## src/design/queue_ctrl_pkg.sv

```systemverilog
package queue_ctrl_pkg;

    // slot count, the field layout and the test data assume 8
    localparam int queue_depth = 8;
    localparam int ptr_width   = $clog2(queue_depth);

    // occupancy has to reach queue_depth itself
    localparam int cnt_width   = ptr_width + 1;

    typedef logic [ptr_width-1:0]   slot_t;
    typedef logic [queue_depth-1:0] slot_mask_t;

    // what the controller does at the coming edge
    typedef enum logic [2:0] {
        op_idle     = 3'd0,
        op_push     = 3'd1,
        op_pop      = 3'd2,
        op_push_pop = 3'd3,
        op_clear    = 3'd4
    } queue_op_e;

endpackage

```

## src/design/latch_fields_pkg.sv

```systemverilog
package latch_fields_pkg;

    // operand value is one machine word
    localparam int op_val_width = 32;

    // modifiable part widths
    localparam int wake_width   = 4;
    localparam int ptc_id_width = 5;

    // fixed part widths
    localparam int eip_width    = 32;
    localparam int addr_width   = 32;
    localparam int opsize_width = 2;
    localparam int aluk_width   = 5;

    // alu opcode as carried to execute
    typedef enum logic [aluk_width-1:0] {
        alu_add  = 5'd0,
        alu_sub  = 5'd1,
        alu_and  = 5'd2,
        alu_or   = 5'd3,
        alu_xor  = 5'd4,
        alu_shl  = 5'd5,
        alu_shr  = 5'd6,
        alu_pass = 5'd7
    } alu_op_e;

    // rewritten in place by forwarding while the entry waits
    typedef struct packed {
        logic [wake_width-1:0]   wake;
        logic [ptc_id_width-1:0] ptc_id;
        logic [op_val_width-1:0] op1_val;
        logic [op_val_width-1:0] op2_val;
        logic                    valid;
    } mod_fields_t;

    // written once at push
    typedef struct packed {
        logic [eip_width-1:0]    eip;
        alu_op_e                 aluk;
        logic [opsize_width-1:0] opsize;
        logic [addr_width-1:0]   dest_addr;
        logic                    is_br;
    } fixed_fields_t;

    // queue output word, modifiable part in the upper bits
    typedef struct packed {
        mod_fields_t   mod_part;
        fixed_fields_t fixed_part;
    } latch_entry_t;

    // one modifiable record per slot, slot 0 in the low bits
    typedef mod_fields_t [queue_ctrl_pkg::queue_depth-1:0] mod_vector_t;

endpackage

```

## src/design/queue_ctrl.sv

```systemverilog
`timescale 1ns/1ps

module queue_ctrl (
    input  logic                  clk,
    input  logic                  rst_n,
    input  logic                  wr,
    input  logic                  rd,
    input  logic                  clr,
    output logic                  full,
    output logic                  empty,
    output logic                  push_en,
    output logic                  pop_en,
    output queue_ctrl_pkg::slot_t wr_slot,
    output queue_ctrl_pkg::slot_t rd_slot
);
    import queue_ctrl_pkg::*;

    logic [cnt_width-1:0] count;
    slot_t                wr_ptr;
    slot_t                rd_ptr;
    queue_op_e            q_op;

    // wrap at the last slot
    // depth need not be a power of two
    function automatic slot_t next_slot(input slot_t s);
        if (s == slot_t'(queue_depth - 1)) begin
            return '0;
        end
        return s + slot_t'(1);
    endfunction

    // flags straight off the registered count
    assign full  = (count == cnt_width'(queue_depth));
    assign empty = (count == '0);

    // full drops a wr even with rd high
    // clr beats both
    assign push_en = wr && !full && !clr;
    assign pop_en  = rd && !empty && !clr;

    assign wr_slot = wr_ptr;
    assign rd_slot = rd_ptr;

    always_comb begin
        if (clr) begin
            q_op = op_clear;
        end else if (push_en && pop_en) begin
            q_op = op_push_pop;
        end else if (push_en) begin
            q_op = op_push;
        end else if (pop_en) begin
            q_op = op_pop;
        end else begin
            q_op = op_idle;
        end
    end

    always_ff @(posedge clk) begin
        if (!rst_n) begin
            wr_ptr <= '0;
            rd_ptr <= '0;
            count  <= '0;
        end else begin
            unique case (q_op)
                op_clear: begin
                    wr_ptr <= '0;
                    rd_ptr <= '0;
                    count  <= '0;
                end
                op_push: begin
                    wr_ptr <= next_slot(wr_ptr);
                    count  <= count + cnt_width'(1);
                end
                op_pop: begin
                    rd_ptr <= next_slot(rd_ptr);
                    count  <= count - cnt_width'(1);
                end
                // occupancy unchanged, both pointers move
                op_push_pop: begin
                    wr_ptr <= next_slot(wr_ptr);
                    rd_ptr <= next_slot(rd_ptr);
                end
                op_idle: begin
                    count <= count;
                end
            endcase
        end
    end

    a_count_bound: assert property (@(posedge clk) disable iff (!rst_n)
        count <= cnt_width'(queue_depth))
        else $error("queue_ctrl: occupancy %0d above depth", count);

    // no write pointer step out of a full queue
    a_no_push_full: assert property (@(posedge clk) disable iff (!rst_n)
        full && !clr |=> $stable(wr_ptr))
        else $error("queue_ctrl: push accepted while full");

    // no read pointer step out of an empty queue
    a_no_pop_empty: assert property (@(posedge clk) disable iff (!rst_n)
        empty && !clr |=> $stable(rd_ptr))
        else $error("queue_ctrl: pop accepted while empty");

endmodule

```

## src/design/mod_field_bank.sv

```systemverilog
`timescale 1ns/1ps

module mod_field_bank (
    input  logic                          clk,
    input  logic                          rst_n,
    input  logic                          push_en,
    input  queue_ctrl_pkg::slot_t         wr_slot,
    input  latch_fields_pkg::mod_fields_t m_din,
    input  queue_ctrl_pkg::slot_mask_t    modify_mask,
    input  latch_fields_pkg::mod_vector_t new_m_vector,
    input  queue_ctrl_pkg::slot_t         rd_slot,
    output latch_fields_pkg::mod_fields_t rd_m,
    output latch_fields_pkg::mod_vector_t old_m_vector
);
    import queue_ctrl_pkg::*;
    import latch_fields_pkg::*;

    // whole bank as one packed vector, shown outside as is
    mod_vector_t slots_q;

    // per-slot views for the write select and the check
    slot_mask_t  stored_valid;
    slot_mask_t  push_hit;

    always_comb begin
        for (int i = 0; i < queue_depth; i++) begin
            stored_valid[i] = slots_q[i].valid;
            push_hit[i]     = push_en && (wr_slot == slot_t'(i));
        end
    end

    always_ff @(posedge clk) begin
        if (!rst_n) begin
            // only the valid bits, payload is don't-care
            for (int i = 0; i < queue_depth; i++) begin
                slots_q[i].valid <= 1'b0;
            end
        end else begin
            for (int i = 0; i < queue_depth; i++) begin
                // push beats a same-edge modification
                if (push_hit[i]) begin
                    slots_q[i] <= m_din;
                end else if (modify_mask[i]) begin
                    slots_q[i] <= new_m_vector[i];
                end
            end
        end
    end

    // read before the edge, so a same-edge pop sees the old record
    assign rd_m         = slots_q[rd_slot];
    assign old_m_vector = slots_q;

    // forwarding only rewrites live entries
    // the slot being pushed this edge is exempt
    a_mod_live: assert property (@(posedge clk) disable iff (!rst_n)
        (modify_mask & ~push_hit & ~stored_valid) == '0)
        else $error("mod_field_bank: modify mask %b hits invalid slots %b",
                    modify_mask, ~stored_valid);

endmodule

```

## src/design/fixed_field_bank.sv

```systemverilog
`timescale 1ns/1ps

module fixed_field_bank (
    input  logic                            clk,
    input  logic                            push_en,
    input  queue_ctrl_pkg::slot_t           wr_slot,
    input  latch_fields_pkg::fixed_fields_t n_din,
    input  queue_ctrl_pkg::slot_t           rd_slot,
    output latch_fields_pkg::fixed_fields_t rd_n
);
    import queue_ctrl_pkg::*;
    import latch_fields_pkg::*;

    // one fixed record per slot
    fixed_fields_t slots_q [queue_depth];

    // written at push only, never touched by forwarding
    always_ff @(posedge clk) begin
        if (push_en) begin
            slots_q[wr_slot] <= n_din;
        end
    end

    // combinational read, merge stage registers it
    assign rd_n = slots_q[rd_slot];

endmodule

```

## src/design/entry_merge.sv

```systemverilog
`timescale 1ns/1ps

module entry_merge (
    input  logic                            clk,
    input  logic                            rst_n,
    input  logic                            pop_en,
    input  latch_fields_pkg::mod_fields_t   rd_m,
    input  latch_fields_pkg::fixed_fields_t rd_n,
    output latch_fields_pkg::latch_entry_t  dout,
    output logic                            dout_valid
);
    import latch_fields_pkg::*;

    // high for the one cycle after each pop
    always_ff @(posedge clk) begin
        if (!rst_n) begin
            dout_valid <= 1'b0;
        end else begin
            dout_valid <= pop_en;
        end
    end

    // join both halves of the popped slot
    // held between pops
    always_ff @(posedge clk) begin
        if (pop_en) begin
            dout.mod_part   <= rd_m;
            dout.fixed_part <= rd_n;
        end
    end

    // a pop must hand execute a live entry
    a_pop_valid: assert property (@(posedge clk) disable iff (!rst_n)
        pop_en |=> dout.mod_part.valid)
        else $error("entry_merge: popped entry has valid clear");

endmodule

```

## src/design/mem_ex_queue_top.sv

```systemverilog
`timescale 1ns/1ps

module mem_ex_queue_top (
    input  logic                            clk,
    input  logic                            rst_n,
    input  logic                            wr,
    input  logic                            rd,
    input  logic                            clr,
    input  latch_fields_pkg::mod_fields_t   m_din,
    input  latch_fields_pkg::fixed_fields_t n_din,
    input  queue_ctrl_pkg::slot_mask_t      modify_mask,
    input  latch_fields_pkg::mod_vector_t   new_m_vector,
    output logic                            full,
    output logic                            empty,
    output latch_fields_pkg::mod_vector_t   old_m_vector,
    output latch_fields_pkg::latch_entry_t  dout,
    output logic                            dout_valid
);
    import queue_ctrl_pkg::*;
    import latch_fields_pkg::*;

    logic          push_en;
    logic          pop_en;
    slot_t         wr_slot;
    slot_t         rd_slot;
    mod_fields_t   rd_m;
    fixed_fields_t rd_n;

    // pointers and handshake
    queue_ctrl i_queue_ctrl (
        .clk     (clk),
        .rst_n   (rst_n),
        .wr      (wr),
        .rd      (rd),
        .clr     (clr),
        .full    (full),
        .empty   (empty),
        .push_en (push_en),
        .pop_en  (pop_en),
        .wr_slot (wr_slot),
        .rd_slot (rd_slot)
    );

    // both banks share the same slot indices
    mod_field_bank i_mod_bank (
        .clk          (clk),
        .rst_n        (rst_n),
        .push_en      (push_en),
        .wr_slot      (wr_slot),
        .m_din        (m_din),
        .modify_mask  (modify_mask),
        .new_m_vector (new_m_vector),
        .rd_slot      (rd_slot),
        .rd_m         (rd_m),
        .old_m_vector (old_m_vector)
    );

    fixed_field_bank i_fixed_bank (
        .clk     (clk),
        .push_en (push_en),
        .wr_slot (wr_slot),
        .n_din   (n_din),
        .rd_slot (rd_slot),
        .rd_n    (rd_n)
    );

    // registered output toward execute
    entry_merge i_entry_merge (
        .clk        (clk),
        .rst_n      (rst_n),
        .pop_en     (pop_en),
        .rd_m       (rd_m),
        .rd_n       (rd_n),
        .dout       (dout),
        .dout_valid (dout_valid)
    );

endmodule

```

## config.mk

```make
export PLATFORM = sky130hd
export DESIGN_NAME = mem_ex_queue_top
export DESIGN_NICKNAME = d
export VERILOG_FILES = /design/src/design/queue_ctrl_pkg.sv /design/src/design/latch_fields_pkg.sv /design/src/design/queue_ctrl.sv /design/src/design/mod_field_bank.sv /design/src/design/fixed_field_bank.sv /design/src/design/entry_merge.sv /design/src/design/mem_ex_queue_top.sv
export SDC_FILE = /design/constraint.sdc
export NUM_CORES = 2
export LEC_CHECK = 0
export ABC_AREA = 1
export BUFFER_PORTS_ARGS = -buffer_cell sky130_fd_sc_hd__clkbuf_2
export CAP_MARGIN = 20
export CORE_AREA = 2 2 586 588
export CTS_CLUSTER_DIAMETER = 120
export CTS_CLUSTER_SIZE = 24
export DETAILED_ROUTE_END_ITERATION = 7
export DIE_AREA = 0 0 588 590
export HOLD_SLACK_MARGIN = 0.1
export SLEW_MARGIN = 20
export SYNTH_ARGS = -nofsm -noshare
export SYNTH_HDL_FRONTEND = slang
export SYNTH_HIERARCHICAL = 1
export SYNTH_SLANG_ARGS = --single-unit
export TNS_END_PERCENT = 1
```

## constraint.sdc

```tcl
create_clock -name clk -period 17.4 [get_ports clk]
set_input_delay 0.87 -clock clk [delete_from_list [all_inputs] [get_ports clk]]
set_output_delay 0.87 -clock clk [all_outputs]
set_load 0.1 [all_outputs]
```

==> results.md <==
- Based on the critical path, the design can be clocked at up to 240.5 MHz.
- The largest stage delay on the critical path is 0.75 ns.
- The number of DRC violations after detailed-routing iteration 0 is 6354.
- The worst-case setup margin in the final layout is 13.24 ns.
- The post-route cell area is 75080 sq um.
- The total half-perimeter wirelength after legalization and detailed placement is 312300 um.
- The number of enable-type register cells in the synthesized netlist is 1306.
- The total of warnings raised by yosys is 6.
- The final count of pins violating max slew is 0.
- The wire length of the first global-routing pass is 501600 um.
- Timing analysis after detailed placement gives a worst setup slack of 12.70 ns.
- The post-synthesis simple-gate area fraction is 18.82%.
- The flip-flop and latch count after synthesis is 1325.
- Setup violations remaining at the end of the flow were counted as 0.
- The most used flip-flop cell after synthesis is sky130_fd_sc_hd__edfxtp_1.
- TritonCTS built the clock tree.
- The share of flip-flops with an asynchronous set or reset after synthesis is 0%.
- The final worst clock skew is 0.1085 ns.
- Counting distinct cell types in the post-synthesis netlist gives 31.
- The synthesized netlist devotes 0.01454% of its cell area to XOR and XNOR gates.
- Measured against its own limit, the worst slew margin works out to 24.53%.
- The routed design uses 51960 um of met3 wire.
- The area growth from synthesis to final layout is 24.62%.
- The die footprint is 346900 sq um.
- The portion of the clock cycle consumed by the worst path in the final layout is 23.90%.
- The number of setup buffers added after CTS is 0.
- For this run the aggregate overflow at the end of global routing stands at 0.
- The wire length on met2 is 170100 um.
- The number of hold violations in the final report came to 0.
- At the pin with the least slew margin, the transition time is 1.137 ns.
- The later pin in the worst-skew pair is clocked with a latency of 0.89 ns.
- The instance count of the mapped netlist is 6160.
- In this run the worst path has a maximum fanout of 77.
- 1492 I/O pins were placed.
- The number of violations of the max-capacitance limit is 0.
- The total area inside the core boundary comes to 341100 sq um.
- The setup path with the least slack is of type reg -> reg.
- Counting the fill cells in the layout gives 37.57k.
- The number of placement rows is 215.
- By instance count, the cell type seen most on the critical path is sky130_fd_sc_hd__nor2_4.
- The total wire length is 401900 um.
- The flow ran to the end, and the final reports show no timing, DRC or antenna violations.
- The first TritonRoute pass finished after 6 iterations.
- The cell area after placement is 72240 sq um.
- The path type of the worst min-delay path is in -> reg.
- Setup total negative slack on the finished layout was measured at 0 ns.
- The DRC violation count after routing is 0.
- The dominant combinational cell family by area after synthesis is simple AND/OR/NAND/NOR gates.
- The cell area after synthesis is 60250 sq um.
- The initial antenna violation count came to 190.
- The fraction of the mapped netlist area in compound gates is 7.559%.
- For this configuration, the core starts out at a cell density of 17.66%.
- The number of nets still failing antenna checks after routing is 0.
- STA classifies the critical path endpoint as a register.
- The average wire length per cell after detail routing is 33.07 um.
- Of the synthesized area, sequential elements account for 65.72%.
- Registers take 39610 sq um.
- The worst-path cell with the longest stage delay is sky130_fd_sc_hd__buf_4.
- Setup repair after global routing left no endpoint under its margin.
- The uppermost metal layer occupied by signal nets is met5.
- The weighted congestion at the end of routability-driven global placement is 0.9942.
- The clock slew at the register clock pins of the worst setup and hold paths is 0.11 ns.
- The number of nets in the synthesized netlist is 6918.
- The total number of clock tree sinks is 1325.
- The worst hold path passes through 3 cells.
- Hold repair after CTS inserted 0 buffers.
- The detail-routed via count per cell is 4.357.
- The maximum resistive drop on vdd is 0.00007219 V.
- The global router's overall resource usage is 22.09%.
- STA classifies the critical path startpoint as a register.
- The arrival time at the worst endpoint is 4.63 ns.
- Clock tree synthesis inserted a total of 81 buffers.
- The multi-input combinational cell area is 16250 sq um.
- After clock tree synthesis, the repair step resized 0 gates.
- The via count of the first global-routing pass came to 47.35k.
- In this run the vertical extent of the chip is 590 um.
- The data required time at the worst endpoint is 17.88 ns.
- The largest net degree at the start of global routing is 123.
- The width of the die is 588 um.
- At the end of the flow, the number of nets in the layout was 8217.
- The portion of synthesized area spent on multiplexers is 0%.
- A synthesized cell averages 9.781 sq um.
- Dividing total power by cell area gives a power density of 100.2 nW/um^2.
- The H-tree depth reported by CTS is 3.
- Measured in cells, the most critical reg-to-reg path has a length of 10.
- The reported leakage power is 32.65 nW.
- The share of final-layout standard cells stronger than drive strength 1 is 23.12%.
- After Yosys synthesis, full adders, half adders and majority gates account for 0.1578% of the synthesized area.
- In this run the tool buffered the top-level ports with 1491 buffer cells.
- CTS placed an instance of sky130_fd_sc_hd__clkbuf_16 at the clock tree root.
- The wire length on met1 is 148500 um.
- The final period demand of the worst path is 4.159 ns.
- The buffer depth of the longest clock path is 4.
- The routed via count is 52.94k.
- The signal on the critical path passes through nor2_4, nand2_1, nand2_4, nor2_4, inv_1, nor2_4, nand2_8, a21oi_4, buf_4, buf_4.
[final timing paths]
check | start | to | slack (ns)
max | i_queue_ctrl/count[0]$_SDFFE_PN0P_ | i_mod_bank/old_m_vector[162]$_DFFE_PP_ | 13.24
min | new_m_vector[520] | i_mod_bank/old_m_vector[520]$_DFFE_PP_ | 0.25
max reg2reg | i_queue_ctrl/count[0]$_SDFFE_PN0P_ | i_mod_bank/old_m_vector[162]$_DFFE_PP_ | 13.24
min reg2reg | i_mod_bank/old_m_vector[296]$_SDFFE_PN0P_ | i_mod_bank/old_m_vector[296]$_SDFFE_PN0P_ | 0.52
[kinds of logic after synthesis]
family                   count (synthesis)
AND/OR/NAND/NOR                       2882
flip-flops                            1325
buffers and inverters                 1037
AO/OA/AOI/OAI                          908
adder cells (fa/ha/maj)                  7
XOR/XNOR                                 1
[through the flow]
| stage | cells | power, mW | hold WS [ns] | util (%) |
|---|---|---|---|---|
| detailed placement | 11930 | 5.383 | 0.5056 | 21.18 |
| finish | 12150 | 7.525 | 0.2541 | 22.01 |
| floorplan | 6160 | 4.788 | 0.4837 | - |
| global route | 12110 | 7.726 | 0.2132 | 21.98 |
| CTS | 12060 | 7.578 | 0.1570 | 21.93 |
| global placement | 11930 | 5.384 | 0.4963 | 21.18 |
[power by group]
part | total (mW) | switching, mW | internal, mW | leakage [nW]
combinational | 1.55 | 1.32 | 0.230 | 19.2
sequential | 3.78 | 0.127 | 3.65 | 12.2
clock | 2.20 | 1.27 | 0.925 | 1.23
[cell usage after synthesis (8+ instances only)]
library cell | instances | area [sq um]
sky130_fd_sc_hd__buf_2 | 146 | 730.7
sky130_fd_sc_hd__inv_1 | 674 | 2530
sky130_fd_sc_hd__buf_4 | 34 | 255.2
sky130_fd_sc_hd__buf_6 | 57 | 641.9
sky130_fd_sc_hd__buf_1 | 17 | 63.81
sky130_fd_sc_hd__nand3_1 | 308 | 1541
sky130_fd_sc_hd__nand2_1 | 2386 | 8956
sky130_fd_sc_hd__clkbuf_1 | 97 | 364.1
sky130_fd_sc_hd__edfxtp_1 | 1306 | 39220
sky130_fd_sc_hd__o21ai_0 | 617 | 3088
sky130_fd_sc_hd__o21ai_1 | 265 | 1326
sky130_fd_sc_hd__nor2_1 | 162 | 608.1
sky130_fd_sc_hd__a21oi_1 | 24 | 120.1
sky130_fd_sc_hd__dfxtp_1 | 19 | 380.4
sky130_fd_sc_hd__nand2_2 | 8 | 50.05
[state kept, by name, indices dropped and copies added (netlist names)]
signal and cells:
i_mod_bank/old_m_vector 592, i_entry_merge/dout 146, i_fixed_bank/slots_q 576, i_queue_ctrl/wr_slot 3, i_queue_ctrl/rd_slot 3, i_queue_ctrl/count 4
i_entry_merge/dout_valid 1
[worst max-delay path: cells and delay by family (launching register included)]
family	cells	cell delay (ns)
AOI/OAI and AO/OA	1	0.51
and+or+nand+nor	6	1.36
buffers and inverters	3	1.37
DFF	1	0.48
[layer usage]
metal	up-vias	GRT usage, %
li1	22820	-
met1	25950	25.75
met2	3364	31.98
met3	745	9.892
met4	58	15.98
met5	-	0
[area by class of cell]
cell class | instances | area share [%]
repair buffers | 1568 | 10.78
flip-flops and latches | 1325 | 52.76
clock buffers | 95 | 2.783
clock inverters | 28 | 0.6333
multi-input cells | 3798 | 21.64
inverters | 685 | 3.491
well taps | 4557 | 7.594
diodes | 96 | 0.3200
[layout by cell type, fill, tap and decap left out, drive strengths merged]
cell	Yosys	layout
nand2	2398	2398
clkbuf	97	1583
edfxtp	1306	1306
o21ai	882	882
inv	685	695
nand3	309	309
nor2	170	170
diode	0	96
buf	255	80
a21oi	25	25
dfxtp	19	19
clkinv	0	16
ha	6	6
nand4	4	4
clkinvlp	0	1
bufinv	0	1
a21boi	1	1
or2	1	1
xor2	1	1
fa	1	1
No activity file was read; power rests on OpenSTA's default activity.
